`src/common/bpu_defines.svh`:
```
`ifndef BPU_DEFINES_SVH
`define BPU_DEFINES_SVH

// datapath and history
`define BPU_XLEN        32
`define BPU_HIST_W      16

// direction predictor geometry
`define BPU_BIM_IDX_W   9   // 512 bimodal entries
`define BPU_TAGE_IDX_W  8   // 256 entries per tagged bank
`define BPU_TAG_W       10
`define BPU_PTAG_W      6   // only the upper tag bits are compared
`define BPU_NUM_BANKS   2

// target buffer
`define BPU_BTB_IDX_W   8
`define BPU_BTB_TAG_W   14

// return stack
`define BPU_RAS_DEPTH   32

// rv32 control transfer opcodes
`define BPU_OP_BRANCH   7'b1100011
`define BPU_OP_JAL      7'b1101111
`define BPU_OP_JALR     7'b1100111

`endif

```
`src/common/bpu_pkg.sv`:
```
`include "bpu_defines.svh"

package bpu_pkg;

    // b-type field layout
    typedef struct packed {
        logic       imm12;
        logic [5:0] imm10_5;
        logic [4:0] rs2;
        logic [4:0] rs1;
        logic [2:0] funct3;
        logic [3:0] imm4_1;
        logic       imm11;
        logic [6:0] opcode;
    } b_fmt_t;

    // j-type field layout
    typedef struct packed {
        logic       imm20;
        logic [9:0] imm10_1;
        logic       imm11;
        logic [7:0] imm19_12;
        logic [4:0] rd;
        logic [6:0] opcode;
    } j_fmt_t;

    typedef union packed {
        b_fmt_t b;
        j_fmt_t j;
    } inst_u;

    typedef logic [1:0] ctr_t;  // 2-bit saturating counter

    typedef struct packed {
        logic [`BPU_TAGE_IDX_W-1:0] idx;
        logic [`BPU_TAG_W-1:0]      tag;
    } bank_key_t;

    typedef struct packed {
        logic hit;
        logic ctr_hi;   // direction of the matching entry
    } bank_hit_t;

    typedef enum logic [1:0] {
        UPD_TRAIN,
        UPD_RESET,
        UPD_ALLOC
    } upd_mode_e;

    typedef struct packed {
        logic      en;
        upd_mode_e mode;
        logic      taken;
    } bank_upd_t;

    // resolved control transfer from execute
    typedef struct packed {
        logic                   valid;
        logic                   taken;
        logic                   pdt_true;
        logic [`BPU_XLEN-1:0]   pc;
        logic [`BPU_HIST_W-1:0] hist;
        logic [`BPU_XLEN-1:0]   target;
        logic [`BPU_XLEN-1:0]   inst;
    } ex_fb_t;

    typedef struct packed {
        logic branch;
        logic jal;
        logic jalr;
        logic call;
        logic ret;
    } inst_class_t;

    function automatic inst_class_t classify(input logic [`BPU_XLEN-1:0] inst);
        inst_u       iw;
        inst_class_t c;
        iw = inst;
        c.branch = (iw.j.opcode == `BPU_OP_BRANCH);
        c.jal    = (iw.j.opcode == `BPU_OP_JAL);
        c.jalr   = (iw.j.opcode == `BPU_OP_JALR);
        c.ret    = c.jalr && (iw.j.rd == 5'd0) && (iw.b.rs1 == 5'd1);
        c.call   = c.jal || (c.jalr && (iw.j.rd != 5'd0));
        return c;
    endfunction

    // per-bank index and tag folding
    function automatic bank_key_t bank_hash(input logic [`BPU_XLEN-1:0] pc,
                                            input logic [`BPU_HIST_W-1:0] hist,
                                            input int bank);
        bank_key_t k;
        if (bank == 0) begin
            k.idx = pc[7:0] ^ hist[7:0];
            k.tag = pc[17:8] ^ hist[15:6];
        end else begin
            k.idx = pc[7:0] ^ hist[15:8];
            k.tag = pc[17:8] ^ {2'b00, hist[7:0]};
        end
        return k;
    endfunction

    function automatic ctr_t ctr_train(input ctr_t c, input logic taken);
        if (taken)
            return (c == 2'b11) ? c : c + 2'd1;
        else
            return (c == 2'b00) ? c : c - 2'd1;
    endfunction

endpackage

```
`src/tage/tage_hash.sv`:
```
`timescale 1ns/1ns
`include "bpu_defines.svh"

module tage_hash (
    input  logic                                       clk,
    input  logic                                       rst,
    input  bpu_pkg::ex_fb_t                            fb_i,
    input  logic [`BPU_XLEN-1:0]                       if_pc_i,
    output bpu_pkg::bank_key_t [`BPU_NUM_BANKS-1:0]    lkp_key_o,
    output bpu_pkg::bank_key_t [`BPU_NUM_BANKS-1:0]    upd_key_o,
    output logic [`BPU_BIM_IDX_W-1:0]                  bim_lkp_idx_o,
    output logic [`BPU_BIM_IDX_W-1:0]                  bim_upd_idx_o,
    output logic [`BPU_HIST_W-1:0]                     history_o
);
    import bpu_pkg::*;

    logic [`BPU_HIST_W-1:0] ghist_q;

    // one outcome bit per resolved transfer, newest in bit 0
    always_ff @(posedge clk or posedge rst) begin
        if (rst) begin
            ghist_q <= '0;
        end else if (fb_i.valid) begin
            ghist_q <= {ghist_q[`BPU_HIST_W-2:0], fb_i.taken};
        end
    end

    assign history_o = ghist_q;

    // fetch side uses live history, execute side the history it was predicted with
    always_comb begin
        for (int b = 0; b < `BPU_NUM_BANKS; b++) begin
            lkp_key_o[b] = bank_hash(if_pc_i, ghist_q, b);
            upd_key_o[b] = bank_hash(fb_i.pc, fb_i.hist, b);
        end
    end

    assign bim_lkp_idx_o = if_pc_i[`BPU_BIM_IDX_W:1];
    assign bim_upd_idx_o = fb_i.pc[`BPU_BIM_IDX_W:1];  // bit 0 always zero

endmodule

```
`config.mk`:
```
export PLATFORM = sky130hd
export DESIGN_NAME = tage_hash
export DESIGN_NICKNAME = d
export VERILOG_FILES = /design/src/common/bpu_pkg.sv /design/src/tage/tage_hash.sv
export VERILOG_INCLUDE_DIRS = /design/src /design/src/common
export SDC_FILE = /design/constraint.sdc
export NUM_CORES = 1
export LEC_CHECK = 0
export BUFFER_PORTS_ARGS = -buffer_cell sky130_fd_sc_hd__buf_2
export CAP_MARGIN = 25
export CORE_AREA = 8 8 93 95
export DETAILED_ROUTE_END_ITERATION = 12
export DIE_AREA = 0 0 101 103
export GPL_TIMING_DRIVEN = 0
export SYNTH_ARGS = -nofsm -noshare
export SYNTH_HDL_FRONTEND = slang
export SYNTH_SLANG_ARGS = --single-unit
```
`constraint.sdc`:
```
create_clock -name clk -period 2.2 [get_ports clk]
set_input_delay 0.11 -clock clk [delete_from_list [all_inputs] [get_ports clk]]
set_output_delay 0.11 -clock clk [all_outputs]
set_load 0.03 [all_outputs]
```
==> metrics <==
status=finished clean; drt wl/cell=between 10 and 15 um; commonest non-fill, non-tap cell in the layout=buf_2; Sink Count=16; HPWL Detailed=slightly below 5000 um; Final #Nets=440; Die H=between 100 and 150 um; FF-to-FF End=history_o[6]; flop2flop setup slack=between 1 and 1.5 ns; vias=approximately 1,400; fmax=just under 800 MHz; initial core utilization=between 10% and 20%; Routed Wire Length=5480 um; leakage power=1.38 nW; Gate Count Post-Synth=roughly 130; die width=approximately 100 um; DR vias/cell=3.65; Worst EP required=around 2.1 ns; critical path type=flop to output port; Final Hold Vio Count=0; Max-cap violations=0; critical path peak fanout=6; pin count of the biggest net entering global routing=17; # rows=31; met2 wire len=about 2500 um; CP Capture Type=output port; Hold Path Class=input port to flop; worst reg2reg path depth=1; final non-filler cell total=388; H-Tree Depth=1; Slew Viols, Final=0; RSZ-0062 raised after global routing=no; hold_sp=fb_i[113]; first-pass GRT wire length=approximately 7700 um; port bufs=160; final total power=0.00281 W; initial antenna violation count=0; post-CTS repair timing setup buffer count=0; layout cell share with drive strength beyond 1=a little over two thirds; 1st-pass router iterations=3; Filler cells=~770; setup_tns=0 ns; Worst Hold End=history_o[0]; worst slew pin tran=approximately 0.59 ns; FF-to-FF Start=history_o[6]; slew margin rel.=between 60 and 70%; most frequent cells in the layout=160 x buf_2, 68 x xor2_1, 22 x buf_4; crit path launch type=flop; sequential share of the synthesized area=between 20% and 30%; DIE AREA=0.0104 mm2; fin crit period=~1.3 ns; post_cts resized=0; Overall Global Routing Usage=under 10%; area grow syn2layout=69.0%; CTS tree=done; clock skew=0.00175 ns; final instance area=roughly 0.0024 mm2; Final Cycle Share=between 50% and 60%; DP Cell Count=approximately 380; Max VDD drop=609 uV; IO Pins=roughly 260; Ant. Diodes=0; Final setup viols=0; clk buf depth=2; critical path arrival=1.17 ns; vias in the first global route=approximately 1,600; flops & latches, synth=16; met3 routed WL=between 800 and 900 um; grt total ovfl=0; uppermost layer routed=met4; mapped cell area=between 0.001 and 0.0015 mm2; TritonCTS Buffers=3; initial drt markers=8; Synth warnings=0; Post-Syn Nets=274; Worst-path clk slew=approximately 0.060 ns; CTS Hold Buffers Added=1; max reg flops=16; # DRC=0; Core Area=just over 0.007 mm2; pwr dens=~1200 mW/mm2; hold path cells=2; ANT nets after route=0; Metal-1 WL=2110 um; dpl cell area=around 0.0023 mm2; synthesized area per cell=11.3 um2; clk_lat worst skew=about 0.24 ns; root buf cell=clkbuf_8; Placer Congestion=0.794; synth unique cells=8
[stage by stage]
| stage | utilization [%] | hold slack, ns | setup WS (ns) |
|---|---|---|---|
| 2_1_floorplan | - | 0.0237 | 0.963 |
| 3_3_place_gp | 32.8 | 0.208 | 1.16 |
| 3_5_place_dp | 32.8 | 0.212 | 1.16 |
| 4_1_cts | 33.5 | 0.0951 | 0.891 |
| 5_1_grt | 33.5 | 0.102 | 0.817 |
| 6_report | 33.5 | 0.101 | 0.921 |
[cells in the mapped netlist]
cell type | instances | area, um2
inv_1 | 1 | 3.75
xor2_1 | 68 | 596
buf_12 | 1 | 20.0
mux2_2 | 6 | 67.6
buf_4 | 22 | 165
mux2_4 | 10 | 150
buf_6 | 1 | 11.3
dfrtp_1 | 16 | 400
[worst max-delay path: stages, from the launching register on]
cell and delay, ns:
dfrtp_1 0.53, xor2_1 0.17, buf_2 0.22
[cell families after synthesis]
logic type / share of synthesized area (%)
buf+inv: 14.2
mux: 15.4
flops: 28.3
xor+xnor: 42.1
[worst max-delay path by stage]
stage	startpoint	end	cells after the start
2_1_floorplan	history_o[6]	lkp_key_o[0]	1
3_3_place_gp	history_o[6]	lkp_key_o[24]	2
3_5_place_dp	history_o[6]	lkp_key_o[24]	2
4_1_cts	history_o[6]	lkp_key_o[24]	2
5_1_grt	history_o[6]	lkp_key_o[0]	2
6_report	history_o[6]	lkp_key_o[24]	2
[final cells by class]
type,instances,area (um2),area share [%]
multi-input combinational,84,813,34.0
timing repair buffer,161,811,33.9
sequential,16,400,16.8
buffer,24,196,8.22
tap,99,124,5.18
clock buffer,3,41.3,1.73
inverter,1,3.75,0.157
[power by group]
part / switching (W) / internal, W / leakage (nW)
clock: 0.0000901 / 0.000121 / 0.0216
sequential: 0.000219 / 0.000406 / 0.191
combinational: 0.00134 / 0.000626 / 1.17
total: 0.00165 / 0.00115 / 1.38
[layer usage]
| layer | vias to the layer above | track usage [%] |
|---|---|---|
| met4 | 0 | 1.03 |
| met1 | 613 | 10.4 |
| met5 | - | 0 |
| met2 | 101 | 15.5 |
| li1 | 702 | - |
| met3 | 2 | 5.00 |
Power figures use the tool's default switching activity.
