**config.mk**
```make
export PLATFORM = sky130hd
export DESIGN_NAME = ras
export DESIGN_NICKNAME = d
export VERILOG_FILES = /design/src/common/bpu_pkg.sv /design/src/rtl/ras.sv
export VERILOG_INCLUDE_DIRS = /design/src /design/src/common
export SDC_FILE = /design/constraint.sdc
export NUM_CORES = 1
export LEC_CHECK = 0
export BUFFER_PORTS_ARGS = -buffer_cell sky130_fd_sc_hd__buf_2
export CAP_MARGIN = 25
export CORE_ASPECT_RATIO = 1.2
export CORE_MARGIN = 2
export CORE_UTILIZATION = 40
export DETAILED_ROUTE_END_ITERATION = 8
export PLACE_DENSITY = 0.62
export REMOVE_ABC_BUFFERS = 1
export SLEW_MARGIN = 40
export SYNTH_ARGS = -nofsm -noshare
export SYNTH_HDL_FRONTEND = slang
export SYNTH_SLANG_ARGS = --single-unit
```
**constraint.sdc**
```tcl
create_clock -name clk -period 7.2 [get_ports clk]
set_input_delay 1.44 -clock clk [delete_from_list [all_inputs] [get_ports clk]]
set_output_delay 1.44 -clock clk [all_outputs]
set_load 0.01 [all_outputs]
```
**src/common/bpu_defines.svh**
```systemverilog
`ifndef BPU_DEFINES_SVH
`define BPU_DEFINES_SVH

// datapath and history
`define BPU_XLEN        32
`define BPU_HIST_W      16

// direction predictor geometry
`define BPU_BIM_IDX_W   9   // 512 bimodal entries
`define BPU_TAGE_IDX_W  8   // 256 entries per tagged bank
`define BPU_TAG_W       10
`define BPU_PTAG_W      6   // only the upper tag bits are compared
`define BPU_NUM_BANKS   2

// target buffer
`define BPU_BTB_IDX_W   8
`define BPU_BTB_TAG_W   14

// return stack
`define BPU_RAS_DEPTH   32

// rv32 control transfer opcodes
`define BPU_OP_BRANCH   7'b1100011
`define BPU_OP_JAL      7'b1101111
`define BPU_OP_JALR     7'b1100111

`endif

```
**src/common/bpu_pkg.sv**
```systemverilog
`include "bpu_defines.svh"

package bpu_pkg;

    // b-type field layout
    typedef struct packed {
        logic       imm12;
        logic [5:0] imm10_5;
        logic [4:0] rs2;
        logic [4:0] rs1;
        logic [2:0] funct3;
        logic [3:0] imm4_1;
        logic       imm11;
        logic [6:0] opcode;
    } b_fmt_t;

    // j-type field layout
    typedef struct packed {
        logic       imm20;
        logic [9:0] imm10_1;
        logic       imm11;
        logic [7:0] imm19_12;
        logic [4:0] rd;
        logic [6:0] opcode;
    } j_fmt_t;

    typedef union packed {
        b_fmt_t b;
        j_fmt_t j;
    } inst_u;

    typedef logic [1:0] ctr_t;  // 2-bit saturating counter

    typedef struct packed {
        logic [`BPU_TAGE_IDX_W-1:0] idx;
        logic [`BPU_TAG_W-1:0]      tag;
    } bank_key_t;

    typedef struct packed {
        logic hit;
        logic ctr_hi;   // direction of the matching entry
    } bank_hit_t;

    typedef enum logic [1:0] {
        UPD_TRAIN,
        UPD_RESET,
        UPD_ALLOC
    } upd_mode_e;

    typedef struct packed {
        logic      en;
        upd_mode_e mode;
        logic      taken;
    } bank_upd_t;

    // resolved control transfer from execute
    typedef struct packed {
        logic                   valid;
        logic                   taken;
        logic                   pdt_true;
        logic [`BPU_XLEN-1:0]   pc;
        logic [`BPU_HIST_W-1:0] hist;
        logic [`BPU_XLEN-1:0]   target;
        logic [`BPU_XLEN-1:0]   inst;
    } ex_fb_t;

    typedef struct packed {
        logic branch;
        logic jal;
        logic jalr;
        logic call;
        logic ret;
    } inst_class_t;

    function automatic inst_class_t classify(input logic [`BPU_XLEN-1:0] inst);
        inst_u       iw;
        inst_class_t c;
        iw = inst;
        c.branch = (iw.j.opcode == `BPU_OP_BRANCH);
        c.jal    = (iw.j.opcode == `BPU_OP_JAL);
        c.jalr   = (iw.j.opcode == `BPU_OP_JALR);
        c.ret    = c.jalr && (iw.j.rd == 5'd0) && (iw.b.rs1 == 5'd1);
        c.call   = c.jal || (c.jalr && (iw.j.rd != 5'd0));
        return c;
    endfunction

    // per-bank index and tag folding
    function automatic bank_key_t bank_hash(input logic [`BPU_XLEN-1:0] pc,
                                            input logic [`BPU_HIST_W-1:0] hist,
                                            input int bank);
        bank_key_t k;
        if (bank == 0) begin
            k.idx = pc[7:0] ^ hist[7:0];
            k.tag = pc[17:8] ^ hist[15:6];
        end else begin
            k.idx = pc[7:0] ^ hist[15:8];
            k.tag = pc[17:8] ^ {2'b00, hist[7:0]};
        end
        return k;
    endfunction

    function automatic ctr_t ctr_train(input ctr_t c, input logic taken);
        if (taken)
            return (c == 2'b11) ? c : c + 2'd1;
        else
            return (c == 2'b00) ? c : c - 2'd1;
    endfunction

endpackage

```
**src/rtl/ras.sv**
```systemverilog
`timescale 1ns/1ns
`include "bpu_defines.svh"

module ras #(
    parameter int DEPTH = 32
) (
    input  logic                 clk,
    input  logic                 rst,
    input  bpu_pkg::ex_fb_t      fb_i,
    output logic                 nonempty_o,
    output logic [`BPU_XLEN-1:0] top_o
);
    import bpu_pkg::*;

    localparam int AW = $clog2(DEPTH);

    logic [`BPU_XLEN-1:0] stack_q [DEPTH];
    logic [AW:0]          ptr_q;    // number of live entries
    logic [AW-1:0]        top_idx;
    inst_class_t          ex_cls;

    assign ex_cls = classify(fb_i.inst);

    // wraps to the last slot when full, which is the top then
    assign top_idx    = ptr_q[AW-1:0] - AW'(1);
    assign nonempty_o = (ptr_q != '0);
    assign top_o      = stack_q[top_idx];

    always_ff @(posedge clk or posedge rst) begin
        if (rst) begin
            ptr_q <= '0;
        end else if (fb_i.valid) begin
            if (ex_cls.call) begin
                ptr_q <= (ptr_q < DEPTH) ? ptr_q + 1'b1 : (AW+1)'(1);  // overflow restarts at 1
            end else if (ex_cls.ret && ptr_q != '0) begin
                ptr_q <= ptr_q - 1'b1;
            end
        end
    end

    always_ff @(posedge clk) begin
        if (fb_i.valid && ex_cls.call) begin
            if (ptr_q < DEPTH)
                stack_q[ptr_q[AW-1:0]] <= fb_i.pc + 32'd4;
            else
                stack_q[0] <= fb_i.pc + 32'd4;
        end
    end

endmodule

```
==> results.cfg <==
[final_layout]
final_util_pct = 46.6
finish.instance_area_um2 = 46600
layout-drive-gt1-share_pct = 31.4
instances_no_fill = 3355
syn_to_final_growth_pct = 15.5
fillerInstances = 8079
nNetsFinal = 2109

[clocking]
clk_path_buf_depth = 3
cts_buffers = 94
cts_root_buf = clkbuf_16
post_cts_buffers = 0
htreeDepth = 3
cts_resized = 0
cts_sinks = 1030
path_clk_slew_ns = 0.07
holdBufCountCts = 0
clock_latency_ns = 0.67
cts_tree = done

[power_and_ir_drop]
pwr-share-seq_pct = 44.6
vdd_drop_max_v = 0.000188
combPwrFrac_pct = 21.3
p_leak_uw = 0.0146
p_int_uw = 10900
total_power_uw = 14900
power.switching_uw = 4010
power.density_nw_per_um2 = 320
p_clk_share_pct = 34.1
switching_share_pct = 26.9

[setup_path]
crit_path_max_fanout = 20
cpPeakStageDelay_ns = 0.59
cp.required_ns = 5.76
rr_startpoint = ptr_q[5]$_DFFE_PP0P_
cp_data_arrival_time_ns = 4.10
criticalPathCategory = reg2out
timing.rr.end = stack_q[15][24]$_DFFE_PP_
slowest_stage = dfrtp_1
start_kind = register
ff2ff_path_depth = 4
r2r_slack_ns = 3.69
critPathCaptureType = output pin
path_cells = inv_1, ha_1, xnor2_4, buf_4, nand2_1, a32o_1, a221oi_1, buf_2

[timing]
period_needed_ns = 5.54
finClkSkew_ns = 0.0281
rsz0062_at_grt = false
finalCritPeriodShare_pct = 76.9
final-setup-viol-count = 0
relSlewSlack_pct = 41.7
fmax_ghz = 0.181
final_max_slew_viol_count = 0
worst_slack_ns = 1.66
tightest_slew_ns = 0.872
final_hold_viol_count = 0

[routing]
vias = 19400
top_layer_used = met5
viasPerCell = 5.78
routed_wl_um = 96600
drtIter0Drc = 1864
met1_length_um = 39400
met2_length_um = 47900
ant_nets = 0
wl_met3_um = 6710
drc = 0
wl_per_cell_um = 28.8
first_pass_iters = 5

[synthesis]
ys_types = 50
avgSynthCellArea_um2 = 22.2
syn_area_um2 = 40300
yosys_warnings = 0
synth.most_common_cell = edfxtp_1
synthAdderAreaFrac_pct = 0.124
seq_area_frac_synth_pct = 76.7
synth.top_cells.by_area = edfxtp_1 (76%), mux4_2 (14%), mux2i_1 (2.4%)
yosys_register_bits = 1030
syn_inst = 1815
synth_top_area_share_pct = 76.3
synth-compound-area-share_pct = 2.10
synthXorXnorAreaFrac_pct = 0.674
synthArstFlopShare_pct = 0.583
synth_ff_type = edfxtp_1
netlist_top_cells_count = edfxtp_1 (1024), mux4_2 (256), mux2i_1 (96)
synth_top_family_by_area = multiplexers
synth_edf_count = 1024
synth_top_area_cell = edfxtp_1
synth-simple-area-share_pct = 2.15
synth_mux_area_share_pct = 16.7

[floorplan]
die_w_um = 294
top_level_ports = 150
die_area_um2 = 103000
rows = 127
die_h_um = 352
coreArea_um2 = 99900
initial_utilization_pct = 40.3

[grt]
grt.overflow.total = 0
grt_start_max_net_pins = 89
grt_pass1_wl_um = 139000
grt_use_total_pct = 18.8
antenna_found_initial = 1
first_global_vias = 20000

[place]
placedCellCount = 3173
dp_hpwl_um = 53700
preCtsSetupSlack_ns = 2.04
place_area_um2 = 43300
port-buffer-count = 84
gp_congestion = 0.743

[run_status]
status = finished, final reports clean

[worst_hold_path]
min_path_type = in2async

[run]
drv_cap = 0
-- cell usage in the layout, fill, tap and decap left out, drive strengths merged, types with 2 or more instances in the layout --
cell / n
mux2i: 96
ha: 4
inv: 23
o32ai: 2
a221oi: 32
xnor2: 18
nand4: 10
o21a: 2
a31oi: 3
nand2: 83
o2bb2ai: 2
nor2: 49
mux4: 256
and2: 2
bufinv: 13
o21ai: 2
and4: 5
o211a: 2
a22oi: 2
nor3: 13
mux2: 2
edfxtp: 1024
buf: 176
a32o: 32
dfrtp: 6
clkinv: 39
xor2: 13
clkbuf: 112
nand3: 12
a21oi: 10
nor2b: 5
-- through the flow --
| stage | TNS, ns | hold slack, ns |
|---|---|---|
| floorplan | -6389.57 | 0.624 |
| global placement | 0 | 0.663 |
| detailed placement | 0 | 0.675 |
| CTS | 0 | 0.670 |
| global route | 0 | 0.694 |
| finish | 0 | 0.688 |
-- state kept, by name, indices dropped and copies added (netlist names) --
register / cells
ptr_q: 6
stack_q: 1024
-- worst max-delay path by stage --
stage / endpoint / slack, ns / startpoint
finish: top_o[17] / 1.66 / ptr_q[1]$_DFFE_PP0P_
floorplan: top_o[26] / -13.89 / ptr_q[0]$_DFFE_PP0P_
detailed placement: stack_q[13][24]$_DFFE_PP_ / 2.04 / fb_i[5]
global placement: top_o[20] / 1.39 / ptr_q[0]$_DFFE_PP0P_
global route: top_o[17] / 1.43 / ptr_q[0]$_DFFE_PP0P_
CTS: top_o[23] / 1.34 / ptr_q[0]$_DFFE_PP0P_
-- routing by layer --
layer | GRT usage (%) | vias to the layer above
met5 | 0 | -
met4 | 5.80 | 2
met3 | 3.03 | 149
met2 | 31.1 | 819
met1 | 25.7 | 10400
li1 | - | 8014
-- power by group through the flow --
stage	sequential [µW]	clock [µW]	combinational, µW
global route	6630	5390	3380
detailed placement	6770	0	3190
CTS	6640	5160	3200
finish	6640	5080	3170
floorplan	6890	0	2770
global placement	6760	0	3150
-- kinds of logic (layout without fill, tap and decap cells) --
group,after synthesis,count (layout)
flops,1030,1030
xor+xnor,31,31
other cells,0,1
simple gates,186,186
buf+inv,115,364
mux,354,354
fa+ha+maj,4,4
compound gates,95,95
-- worst max-delay path, delay by kind of cell, from the launching register on --
kind,cells,cell delay (ns)
compound gates,2,0.83
xor+xnor,1,0.58
flops,1,0.59
buf+inv,3,0.91
simple gates,1,0.09
fa+ha+maj,1,0.42
-- cell type report --
type	instances	area, µm²	area share [%]
inverter	16	60.1	0.129
sequential	1030	30900	66.4
clock inverter	60	667	1.43
multi-input combinational	670	9490	20.4
timing repair buffer	176	1380	2.97
tap	1290	1610	3.47
clock buffer	112	2440	5.24
antenna	1	2.50	0.00537
Note: power is estimated with default switching activity, not from simulation.
