[src/common/bpu_defines.svh]
`ifndef BPU_DEFINES_SVH
`define BPU_DEFINES_SVH

// datapath and history
`define BPU_XLEN        32
`define BPU_HIST_W      16

// direction predictor geometry
`define BPU_BIM_IDX_W   9   // 512 bimodal entries
`define BPU_TAGE_IDX_W  8   // 256 entries per tagged bank
`define BPU_TAG_W       10
`define BPU_PTAG_W      6   // only the upper tag bits are compared
`define BPU_NUM_BANKS   2

// target buffer
`define BPU_BTB_IDX_W   8
`define BPU_BTB_TAG_W   14

// return stack
`define BPU_RAS_DEPTH   32

// rv32 control transfer opcodes
`define BPU_OP_BRANCH   7'b1100011
`define BPU_OP_JAL      7'b1101111
`define BPU_OP_JALR     7'b1100111

`endif

[src/common/bpu_pkg.sv]
`include "bpu_defines.svh"

package bpu_pkg;

    // b-type field layout
    typedef struct packed {
        logic       imm12;
        logic [5:0] imm10_5;
        logic [4:0] rs2;
        logic [4:0] rs1;
        logic [2:0] funct3;
        logic [3:0] imm4_1;
        logic       imm11;
        logic [6:0] opcode;
    } b_fmt_t;

    // j-type field layout
    typedef struct packed {
        logic       imm20;
        logic [9:0] imm10_1;
        logic       imm11;
        logic [7:0] imm19_12;
        logic [4:0] rd;
        logic [6:0] opcode;
    } j_fmt_t;

    typedef union packed {
        b_fmt_t b;
        j_fmt_t j;
    } inst_u;

    typedef logic [1:0] ctr_t;  // 2-bit saturating counter

    typedef struct packed {
        logic [`BPU_TAGE_IDX_W-1:0] idx;
        logic [`BPU_TAG_W-1:0]      tag;
    } bank_key_t;

    typedef struct packed {
        logic hit;
        logic ctr_hi;   // direction of the matching entry
    } bank_hit_t;

    typedef enum logic [1:0] {
        UPD_TRAIN,
        UPD_RESET,
        UPD_ALLOC
    } upd_mode_e;

    typedef struct packed {
        logic      en;
        upd_mode_e mode;
        logic      taken;
    } bank_upd_t;

    // resolved control transfer from execute
    typedef struct packed {
        logic                   valid;
        logic                   taken;
        logic                   pdt_true;
        logic [`BPU_XLEN-1:0]   pc;
        logic [`BPU_HIST_W-1:0] hist;
        logic [`BPU_XLEN-1:0]   target;
        logic [`BPU_XLEN-1:0]   inst;
    } ex_fb_t;

    typedef struct packed {
        logic branch;
        logic jal;
        logic jalr;
        logic call;
        logic ret;
    } inst_class_t;

    function automatic inst_class_t classify(input logic [`BPU_XLEN-1:0] inst);
        inst_u       iw;
        inst_class_t c;
        iw = inst;
        c.branch = (iw.j.opcode == `BPU_OP_BRANCH);
        c.jal    = (iw.j.opcode == `BPU_OP_JAL);
        c.jalr   = (iw.j.opcode == `BPU_OP_JALR);
        c.ret    = c.jalr && (iw.j.rd == 5'd0) && (iw.b.rs1 == 5'd1);
        c.call   = c.jal || (c.jalr && (iw.j.rd != 5'd0));
        return c;
    endfunction

    // per-bank index and tag folding
    function automatic bank_key_t bank_hash(input logic [`BPU_XLEN-1:0] pc,
                                            input logic [`BPU_HIST_W-1:0] hist,
                                            input int bank);
        bank_key_t k;
        if (bank == 0) begin
            k.idx = pc[7:0] ^ hist[7:0];
            k.tag = pc[17:8] ^ hist[15:6];
        end else begin
            k.idx = pc[7:0] ^ hist[15:8];
            k.tag = pc[17:8] ^ {2'b00, hist[7:0]};
        end
        return k;
    endfunction

    function automatic ctr_t ctr_train(input ctr_t c, input logic taken);
        if (taken)
            return (c == 2'b11) ? c : c + 2'd1;
        else
            return (c == 2'b00) ? c : c - 2'd1;
    endfunction

endpackage

[src/rtl/next_pc_sel.sv]
`timescale 1ns/1ns
`include "bpu_defines.svh"

module next_pc_sel (
    input  logic [`BPU_XLEN-1:0] if_pc_i,
    input  logic [`BPU_XLEN-1:0] if_inst_i,
    input  logic                 dir_taken_i,
    input  logic                 btb_hit_i,
    input  logic [`BPU_XLEN-1:0] btb_target_i,
    input  logic                 ras_nonempty_i,
    input  logic [`BPU_XLEN-1:0] ras_top_i,
    output logic                 branch_or_not_o,
    output logic [`BPU_XLEN-1:0] pdt_pc_o,
    output logic                 pdt_res_o
);
    import bpu_pkg::*;

    inst_u                iw;
    inst_class_t          cls;
    logic [`BPU_XLEN-1:0] b_imm;
    logic [`BPU_XLEN-1:0] j_imm;
    logic [`BPU_XLEN-1:0] seq_pc;
    logic                 direct_taken;

    assign iw  = if_inst_i;
    assign cls = classify(if_inst_i);

    // sign-extended immediates, bit 0 implied zero
    assign b_imm = {{20{iw.b.imm12}}, iw.b.imm11, iw.b.imm10_5, iw.b.imm4_1, 1'b0};
    assign j_imm = {{12{iw.j.imm20}}, iw.j.imm19_12, iw.j.imm11, iw.j.imm10_1, 1'b0};

    assign seq_pc       = if_pc_i + 32'd4;
    assign direct_taken = cls.jal || (cls.branch && dir_taken_i);

    assign branch_or_not_o = cls.branch || cls.jal || cls.jalr;

    always_comb begin
        pdt_res_o = 1'b0;
        pdt_pc_o  = seq_pc;
        if (cls.ret) begin
            if (ras_nonempty_i) begin
                pdt_res_o = 1'b1;
                pdt_pc_o  = ras_top_i;
            end else if (btb_hit_i) begin
                pdt_res_o = 1'b1;   // empty stack, last seen target
                pdt_pc_o  = btb_target_i;
            end
        end else if (cls.jalr) begin
            if (btb_hit_i) begin    // register target, only btb knows it
                pdt_res_o = 1'b1;
                pdt_pc_o  = btb_target_i;
            end
        end else if (direct_taken) begin
            pdt_res_o = 1'b1;
            if (btb_hit_i)
                pdt_pc_o = btb_target_i;
            else
                pdt_pc_o = if_pc_i + (cls.jal ? j_imm : b_imm);
        end
    end

endmodule

[config.mk]
export PLATFORM = sky130hd
export DESIGN_NAME = next_pc_sel
export DESIGN_NICKNAME = d
export VERILOG_FILES = /design/src/common/bpu_pkg.sv /design/src/rtl/next_pc_sel.sv
export VERILOG_INCLUDE_DIRS = /design/src /design/src/common
export SDC_FILE = /design/constraint.sdc
export NUM_CORES = 1
export LEC_CHECK = 0
export ABC_CLOCK_PERIOD_IN_PS = 7800
export BUFFER_PORTS_ARGS = -buffer_cell sky130_fd_sc_hd__buf_4
export CAP_MARGIN = 30
export CORE_MARGIN = 2
export CORE_UTILIZATION = 50
export DETAILED_ROUTE_END_ITERATION = 7
export PLACE_DENSITY = 0.9
export SYNTH_ARGS = -nofsm -noshare
export SYNTH_HDL_FRONTEND = slang
export SYNTH_SLANG_ARGS = --single-unit
[constraint.sdc]
create_clock -name vclk -period 7.8
set_clock_uncertainty 0.1 [all_clocks]
set_input_delay 0 -clock vclk [all_inputs]
set_output_delay 0 -clock vclk [all_outputs]
set_load 0.01 [all_outputs]
==> flow_metrics.tcl <==
set metrics [dict create \
    grt_pass1_vias 5551 \
    status "finished, final reports clean" \
    finalSetupViolCount 0 \
    syn_avg_cell_area_sq_um 6.57 \
    syn_to_final_growth_pct 28.9 \
    multi_input_area_sq_mm 0.00414 \
    ant_nets 0 \
    cp.arrival_ns 3.84 \
    viasPerCell 6.67 \
    fillers 738 \
    pin_count 165 \
    final_common_cell "buf_4" \
    maxCapViolCount 0 \
    port-buffer-count 165 \
    dp_slack_ns 3.92 \
    rsz0062_at_grt "no" \
    power_density_mw_per_mm2 62.9 \
    first_pass_iters 8 \
    finalSetupTns_ns 0 \
    grt.busiest_layer "met2" \
    grt_pass1_wl_microns 27900 \
    dp_hpwl_microns 13700 \
    finalCritPeriodShare 0.506 \
    die-height_microns 97.2 \
    post_drt_wl_per_cell_microns 19.5 \
    diodes 0 \
    yosys_warnings 0 \
    gr-usage-all-layers 0.347 \
    drtIter0Drc 520 \
    p_comb_frac 1.000 \
    synth_compound_area_frac 0.428 \
    antenna_found_initial 1 \
    drive_gt1_frac 0.253 \
    holdPathStages 3 \
    synth_area_sq_mm 0.00434 \
    crit_type "primary input to primary output" \
    core_sq_mm 0.00830 \
    hold_start "if_inst_i[4]" \
    grtUsageMet3 0.0403 \
    cts_setup_buffers 0 \
    grt_max_degree 78 \
    p_seq_frac 0 \
    fmax_mhz 253 \
    routed_wirelength_microns 17500 \
    whs_endpoint "branch_or_not_o" \
    die_x_microns 97.2 \
    place_congestion 0.986 \
    sw_frac_of_total 0.546 \
    cp.required_ns 7.70 \
    endpoint_kind "primary output" \
    synth-simple-area-share 0.278 \
    grt_overflow 0 \
    period_needed_ns 3.95 \
    total_power_uw 352 \
    p_int_uw 160 \
    final_cell_mix "buf_4 (170), nand2_1 (81), o21ai_0 (58)" \
    slew_headroom 0.372 \
    synth.net_count 827 \
    clockPowerShare 0 \
    rows 33 \
    setup_ws_ns 3.86 \
    leakage_nw 2.50 \
    die_area_sq_mm 0.00944 \
    ys_types 83 \
    nClkBuffers 0 \
    hold_viol_final 0 \
    yosys.area_share.adder 0.103 \
    yosysSeqAreaShare 0 \
    ctsResizeCount 0 \
    drc 0 \
    synth_cells 661 \
    tightest_slew_ns 0.940 \
    start_util 0.523 \
    synthXorXnorAreaFrac 0.0888 \
    nets 959 \
    p_switching_uw 192 \
    min_path_type "primary input to primary output" \
    critPathLaunchType "primary input" \
    synthMuxAreaShare 0.0548 \
    ctsHoldBuffers 0 \
    grtUsageMet1 0.496 \
    maxSlewViolCount 0 \
    synth_top_family_by_area "compound AO/OA/AOI/OAI gates" \
    peakVddDrop_mv 0.0382 \
    seq_cells 0 \
    grtUsageMet2 0.563 \
    path_max_fanout 14 \
    route.vias.total 5975 \
    ff_latch_area_sq_um 0 \
]
==> worst max-delay path by stage <==
| stage | startpoint | to | slack, ns |
|---|---|---|---|
| final | if_inst_i[1] | pdt_pc_o[31] | 3.86 |
| after global routing | if_inst_i[1] | pdt_pc_o[31] | 3.62 |
| after detailed placement | if_inst_i[1] | pdt_pc_o[31] | 3.92 |
| after CTS | if_inst_i[1] | pdt_pc_o[31] | 3.89 |
| after floorplan | if_inst_i[1] | pdt_pc_o[25] | 4.28 |
| after global placement | if_inst_i[1] | pdt_pc_o[31] | 4.01 |
==> through the flow <==
stage                      util  hold WS [ns]  instance area [sq um]  std cells
after floorplan               -       -0.0456                   4340        661
after detailed placement  0.674         0.251                   5590        896
final                     0.674         0.249                   5590        896
after global routing      0.674         0.275                   5590        896
after CTS                 0.674         0.251                   5590        896
after global placement    0.674         0.242                   5590        896
==> synth_stat cells (5+ instances only) <==
master	number	area, sq um
xnor2_1	21	184
mux2_2	6	67.6
nor2_1	49	184
nand2b_1	6	37.5
and3_1	7	43.8
o22a_1	7	61.3
buf_2	5	25.0
o21a_1	10	75.1
a31oi_1	9	56.3
o21ai_1	5	25.0
nand4_1	13	81.3
nand3_1	22	110
o211ai_1	18	135
o22ai_1	19	119
ha_1	34	425
nand2_1	81	304
clkbuf_1	31	116
nor2b_1	8	50.1
mux2i_1	17	170
and2_1	6	37.5
o21ai_0	58	290
a211oi_1	12	90.1
inv_1	12	45.0
xor2_1	23	201
nor3_1	11	55.1
a21o_1	27	203
a21oi_1	52	260
==> critical path: stages <==
cell	delay, ns
buf_4	0.08
nand4_2	0.23
nor3_2	0.24
buf_4	0.25
mux2_2	0.36
ha_1	0.21
fa_1	0.43
a211oi_1	0.40
o211a_1	0.28
o21ai_2	0.10
o2111ai_1	0.26
nor3b_2	0.34
o41ai_1	0.19
mux2i_1	0.18
o211ai_1	0.11
buf_4	0.18
==> area by class of cell <==
cell class / instances / share of cell area
multi-input cells: 609 / 0.740
repair buffers: 170 / 0.228
well taps: 105 / 0.0235
inverters: 12 / 0.00805
==> power groups by stage <==
stage	sequential (mW)	clock (mW)	combinational [mW]
floorplan	0	0	0.205
global placement	0	0	0.335
detailed placement	0	0	0.342
CTS	0	0	0.344
global route	0	0	0.382
finish	0	0	0.352
==> per-layer routing <==
layer / part of all wire / routed length (microns) / vias to the layer above
met5: 0 / 0 / -
met4: 0.022 / 377 / 0
met3: 0.12 / 2080 / 43
met2: 0.44 / 7780 / 392
met1: 0.41 / 7260 / 2745
li1: - / - / 2795
==> logic make-up (layout without fill, tap and decap cells) <==
family                   after synthesis  count (layout)
multiplexers                          23              23
AND/OR/NAND/NOR                      232             232
adder cells (fa/ha/maj)               35              35
XOR/XNOR                              44              44
buffers and inverters                 52             182
AO/OA/AOI/OAI                        275             275
Note: power is estimated with default switching activity, not from simulation.
