File: config.mk
export PLATFORM = sky130hd
export DESIGN_NAME = tage_select
export DESIGN_NICKNAME = d
export VERILOG_FILES = /design/src/common/bpu_pkg.sv /design/src/tage/tage_select.sv
export VERILOG_INCLUDE_DIRS = /design/src /design/src/common
export SDC_FILE = /design/constraint.sdc
export NUM_CORES = 2
export LEC_CHECK = 0
export ABC_AREA = 0
export BUFFER_PORTS_ARGS = -buffer_cell sky130_fd_sc_hd__buf_2
export CAP_MARGIN = 20
export CELL_PAD_IN_SITES_DETAIL_PLACEMENT = 0
export CELL_PAD_IN_SITES_GLOBAL_PLACEMENT = 2
export CORE_MARGIN = 4
export CORE_UTILIZATION = 46
export CTS_CLUSTER_DIAMETER = 60
export DETAILED_ROUTE_END_ITERATION = 7
export PLACE_DENSITY_LB_ADDON = 0.2
export SETUP_SLACK_MARGIN = 0.4
export SLEW_MARGIN = 30
export SYNTH_ARGS = -nofsm -noshare
export SYNTH_HDL_FRONTEND = slang
export SYNTH_SLANG_ARGS = --single-unit
File: constraint.sdc
create_clock -name clk -period 48.3 [get_ports clk]
set_clock_uncertainty 0.05 [all_clocks]
set_input_delay 2.415 -clock clk [delete_from_list [all_inputs] [get_ports clk]]
set_output_delay 2.415 -clock clk [all_outputs]
set_load 0.01 [all_outputs]
File: src/common/bpu_defines.svh
`ifndef BPU_DEFINES_SVH
`define BPU_DEFINES_SVH

// datapath and history
`define BPU_XLEN        32
`define BPU_HIST_W      16

// direction predictor geometry
`define BPU_BIM_IDX_W   9   // 512 bimodal entries
`define BPU_TAGE_IDX_W  8   // 256 entries per tagged bank
`define BPU_TAG_W       10
`define BPU_PTAG_W      6   // only the upper tag bits are compared
`define BPU_NUM_BANKS   2

// target buffer
`define BPU_BTB_IDX_W   8
`define BPU_BTB_TAG_W   14

// return stack
`define BPU_RAS_DEPTH   32

// rv32 control transfer opcodes
`define BPU_OP_BRANCH   7'b1100011
`define BPU_OP_JAL      7'b1101111
`define BPU_OP_JALR     7'b1100111

`endif

File: src/common/bpu_pkg.sv
`include "bpu_defines.svh"

package bpu_pkg;

    // b-type field layout
    typedef struct packed {
        logic       imm12;
        logic [5:0] imm10_5;
        logic [4:0] rs2;
        logic [4:0] rs1;
        logic [2:0] funct3;
        logic [3:0] imm4_1;
        logic       imm11;
        logic [6:0] opcode;
    } b_fmt_t;

    // j-type field layout
    typedef struct packed {
        logic       imm20;
        logic [9:0] imm10_1;
        logic       imm11;
        logic [7:0] imm19_12;
        logic [4:0] rd;
        logic [6:0] opcode;
    } j_fmt_t;

    typedef union packed {
        b_fmt_t b;
        j_fmt_t j;
    } inst_u;

    typedef logic [1:0] ctr_t;  // 2-bit saturating counter

    typedef struct packed {
        logic [`BPU_TAGE_IDX_W-1:0] idx;
        logic [`BPU_TAG_W-1:0]      tag;
    } bank_key_t;

    typedef struct packed {
        logic hit;
        logic ctr_hi;   // direction of the matching entry
    } bank_hit_t;

    typedef enum logic [1:0] {
        UPD_TRAIN,
        UPD_RESET,
        UPD_ALLOC
    } upd_mode_e;

    typedef struct packed {
        logic      en;
        upd_mode_e mode;
        logic      taken;
    } bank_upd_t;

    // resolved control transfer from execute
    typedef struct packed {
        logic                   valid;
        logic                   taken;
        logic                   pdt_true;
        logic [`BPU_XLEN-1:0]   pc;
        logic [`BPU_HIST_W-1:0] hist;
        logic [`BPU_XLEN-1:0]   target;
        logic [`BPU_XLEN-1:0]   inst;
    } ex_fb_t;

    typedef struct packed {
        logic branch;
        logic jal;
        logic jalr;
        logic call;
        logic ret;
    } inst_class_t;

    function automatic inst_class_t classify(input logic [`BPU_XLEN-1:0] inst);
        inst_u       iw;
        inst_class_t c;
        iw = inst;
        c.branch = (iw.j.opcode == `BPU_OP_BRANCH);
        c.jal    = (iw.j.opcode == `BPU_OP_JAL);
        c.jalr   = (iw.j.opcode == `BPU_OP_JALR);
        c.ret    = c.jalr && (iw.j.rd == 5'd0) && (iw.b.rs1 == 5'd1);
        c.call   = c.jal || (c.jalr && (iw.j.rd != 5'd0));
        return c;
    endfunction

    // per-bank index and tag folding
    function automatic bank_key_t bank_hash(input logic [`BPU_XLEN-1:0] pc,
                                            input logic [`BPU_HIST_W-1:0] hist,
                                            input int bank);
        bank_key_t k;
        if (bank == 0) begin
            k.idx = pc[7:0] ^ hist[7:0];
            k.tag = pc[17:8] ^ hist[15:6];
        end else begin
            k.idx = pc[7:0] ^ hist[15:8];
            k.tag = pc[17:8] ^ {2'b00, hist[7:0]};
        end
        return k;
    endfunction

    function automatic ctr_t ctr_train(input ctr_t c, input logic taken);
        if (taken)
            return (c == 2'b11) ? c : c + 2'd1;
        else
            return (c == 2'b00) ? c : c - 2'd1;
    endfunction

endpackage

File: src/tage/tage_select.sv
`timescale 1ns/1ns
`include "bpu_defines.svh"

module tage_select (
    input  logic                                    clk,
    input  logic                                    rst,
    input  bpu_pkg::ex_fb_t                         fb_i,
    input  logic [`BPU_BIM_IDX_W-1:0]               bim_lkp_idx_i,
    input  logic [`BPU_BIM_IDX_W-1:0]               bim_upd_idx_i,
    input  bpu_pkg::bank_hit_t [`BPU_NUM_BANKS-1:0] lkp_hit_i,
    input  bpu_pkg::bank_hit_t [`BPU_NUM_BANKS-1:0] upd_hit_i,
    output bpu_pkg::bank_upd_t [`BPU_NUM_BANKS-1:0] upd_o,
    output logic                                    dir_taken_o
);
    import bpu_pkg::*;

    localparam int BIM_ENTRIES = 1 << `BPU_BIM_IDX_W;

    ctr_t        bim_q [BIM_ENTRIES];
    inst_class_t ex_cls;

    assign ex_cls = classify(fb_i.inst);

    // base table trains on every resolution
    always_ff @(posedge clk or posedge rst) begin
        if (rst) begin
            for (int i = 0; i < BIM_ENTRIES; i++) begin
                bim_q[i] <= 2'b01;
            end
        end else if (fb_i.valid) begin
            bim_q[bim_upd_idx_i] <= ctr_train(bim_q[bim_upd_idx_i], fb_i.taken);
        end
    end

    // highest matching bank wins, bimodal as fallback
    always_comb begin
        dir_taken_o = bim_q[bim_lkp_idx_i][1];
        for (int b = 0; b < `BPU_NUM_BANKS; b++) begin
            if (lkp_hit_i[b].hit) dir_taken_o = lkp_hit_i[b].ctr_hi;
        end
    end

    // provider rebuilt from the execute pc and its returned history
    always_comb begin
        int prov;
        prov = -1;  // -1 is the bimodal table
        for (int b = 0; b < `BPU_NUM_BANKS; b++) begin
            if (upd_hit_i[b].hit) prov = b;
        end
        for (int b = 0; b < `BPU_NUM_BANKS; b++) begin
            upd_o[b].en    = 1'b0;
            upd_o[b].mode  = UPD_TRAIN;
            upd_o[b].taken = fb_i.taken;
            if (fb_i.valid && ex_cls.branch) begin
                if (b == prov) begin
                    upd_o[b].en   = 1'b1;
                    upd_o[b].mode = fb_i.pdt_true ? UPD_TRAIN : UPD_RESET;
                end else if (!fb_i.pdt_true && b == prov + 1) begin
                    upd_o[b].en   = 1'b1;   // grab an entry one bank up
                    upd_o[b].mode = UPD_ALLOC;
                end
            end
        end
    end

endmodule

==> impl_metrics.ini <==
[yosys]
postSynthCellCount = 5761
syn-cell-area_mm2 = 0.05912
syn_nets = 5904
synth_warnings = 0
synth-seq-cells = 1024
synthFlopType = dfstp_2
yosysSeqAreaShare = 0.4442
syn_area_per_cell_um2 = 10.26
synth_cell_types = 69
synthArstFlopShare = 1.000
synth-edff-count = 0

[clock_tree]
numCtsBuffers = 135
tritoncts = built
cts-resized-gates = 0
cts-root-buf = clkbuf_16
htreeDepth = 4
clock_sinks = 1024
clk_latency_ns = 0.80
post-cts-setup-buffer-count = 0
path_clk_slew_ns = 0.06
clockBufferDepth = 3
holdBufCountCts = 0

[critical_path]
r2r-start = bim_q[288]
r2r_slack_ns = 42.70
r2r_end = bim_q[383]
crit_end = bim_q[633]
cp.required_ns = 48.86
critical_path_arrival_ns = 11.06
cp-startpoint = bim_upd_idx_i[0]
crit_fanout = 147
r2r.worst_path.cells = 11
worstSetupStartpointType = input pin
path_class = in -> reg
endpoint_kind = flop

[grt]
grt_antenna_before_repair = 9
first_global_vias = 47020
grt_max_degree = 183
overflow = 0
grt_usage = 0.3393
grt_pass1_wl_um = 339700

[finish]
stdcell_count = 7274
drive_above_1_share = 0.3120
fin_util = 0.5106
reg_top3 = bim_q: 1024 flops
area_growth_syn_to_layout_pct = 10.26
layout.nets = 5637
largest_reg_flops = 1024
final_area_mm2 = 0.06519
regMostFlops = bim_q
final_cell_mix = 1222 x nor2_1, 512 x mux2_2, 512 x dfstp_2, 512 x dfrtp_1, 292 x a31oi_1
final_common_cell = nor2_1

[route]
via_count = 49070
postRouteAntennaNets = 0
first_iter_violations = 5359
wirelength_um = 232700
wl_per_cell_um = 32.00
drcViolationCount = 0
vias_per_cell = 6.745
dr.pass1.iters = 6

[floorplan]
pin_count = 152
std_cell_rows = 131
die_height_um = 366.5
core_mm2 = 0.1277
start_util = 0.4630
dieArea_mm2 = 0.1343
die_w_um = 366.5

[power_and_ir_drop]
swShare = 0.2870
p_leak_nw = 25.04
ir_drop_mv = 0.03297
p_int_w = 0.001602
p_comb_frac = 0.128
seq_power_share = 0.410
clkPwrFrac = 0.462
powerDensity_mw_per_mm2 = 34.46
power_switching_w = 0.0006447

[sta]
worst_slew_pin_slew_ns = 1.106
period_needed_ns = 10.50
final.setup.tns_ns = 0
setup-violations-final = 0
fmax_ghz = 0.09520
max_slew_margin = 0.2599
worst_slack_ns = 37.80
final_max_slew_viol_count = 0
final_hold_viol_count = 0
fin_crit_sh = 0.2175
rsz0062_at_grt = no

[placement]
post-dp-hpwl_um = 134500
placed_cells = 7015
io_buffers = 44
dp_slack_ns = 37.02
dpl_cell_area_mm2 = 0.06048
place.gp.congestion = 0.8448

[status]
status = finished, final reports clean

[flow_run]
cap_violations = 0

[min_path]
min_path_type = reg -> reg
==> stage by stage <==
stage,hold slack (ns),power (W)
CTS,0.4836,0.002254
finish,0.4832,0.002246
global route,0.5060,0.002311
global placement,0.4559,0.001211
detailed placement,0.4704,0.001215
floorplan,0.4305,0.001108
==> Yosys cell counts (9+ instances only) <==
cell | count | area share
mux4_2 | 258 | 0.098
nand4_1 | 288 | 0.030
buf_6 | 9 | 0.0017
a2111oi_0 | 9 | 0.0013
inv_1 | 10 | 0.00063
dfstp_2 | 512 | 0.23
mux2i_1 | 281 | 0.048
clkbuf_1 | 377 | 0.024
nand2_1 | 292 | 0.019
a22o_1 | 12 | 0.0018
buf_1 | 36 | 0.0023
a31oi_1 | 292 | 0.031
a22oi_1 | 81 | 0.010
buf_2 | 139 | 0.012
nor2_1 | 1232 | 0.078
o211ai_1 | 100 | 0.013
mux2_2 | 512 | 0.098
nor3_1 | 242 | 0.020
nor4_1 | 11 | 0.0012
o21ai_0 | 14 | 0.0012
o22ai_1 | 32 | 0.0034
mux2_1 | 19 | 0.0036
buf_4 | 32 | 0.0041
nand2b_1 | 12 | 0.0013
a21oi_1 | 98 | 0.0083
o311ai_0 | 17 | 0.0025
o221ai_1 | 37 | 0.0055
dfrtp_1 | 512 | 0.22
nor2b_1 | 18 | 0.0019
nand3_1 | 44 | 0.0037
nor3b_1 | 9 | 0.0011
a221oi_1 | 11 | 0.0016
a211oi_1 | 140 | 0.018
==> how the worst min path moves through the flow <==
stage                 from  cells after the start     endpoint
6_report        bim_q[101]                      2   bim_q[101]
3_5_place_dp    bim_q[145]                      2   bim_q[145]
2_1_floorplan  bim_q[1015]                      1  bim_q[1015]
5_1_grt         bim_q[849]                      2   bim_q[849]
3_3_place_gp     bim_q[67]                      2    bim_q[67]
4_1_cts          bim_q[67]                      2    bim_q[67]
==> critical path, stage by stage <==
cell,delay [ns]
buf_8,0.48
buf_4,0.76
buf_4,0.69
buf_4,0.67
buf_4,0.74
mux4_2,0.60
mux2i_1,0.38
o311ai_0,0.32
nor4_1,0.78
or4b_4,0.46
nand3_1,0.20
buf_4,0.26
o31ai_4,0.24
buf_12,0.59
buf_4,0.89
a31oi_1,0.21
==> cells by family after synthesis <==
logic type      synth area share
compound gates            0.1023
buf+inv                  0.04446
flops                     0.4442
mux                       0.2470
simple gates              0.1620
==> cell type report <==
type / instances / area (µm²)
antenna: 6 / 15.01
clock buffer: 202 / 4006
clock inverter: 47 / 565.5
fill: 11470 / 62490
inverter: 11 / 53.80
multi-input combinational: 4133 / 30580
sequential: 1024 / 26270
tap: 1662 / 2079
timing repair buffer: 189 / 1622
==> power by group through the flow <==
stage	Clock, W	Sequential (W)	Combinational, W
2_1_floorplan	0	0.000926	0.000182
3_3_place_gp	0	0.000933	0.000278
4_1_cts	0.00105	0.000921	0.000281
6_report	0.00104	0.000921	0.000287
3_5_place_dp	0	0.000934	0.000281
5_1_grt	0.00109	0.000925	0.000299
==> metal layers <==
| layer | track usage | vias up | wire, µm |
|---|---|---|---|
| li1 | - | 20860 | - |
| met3 | 0.06880 | 603 | 19570 |
| met4 | 0.1658 | 10 | 13170 |
| met1 | 0.4697 | 25330 | 97190 |
| met5 | 0 | - | 91 |
| met2 | 0.5106 | 2259 | 102700 |
Note: power is estimated with default switching activity, not from simulation.
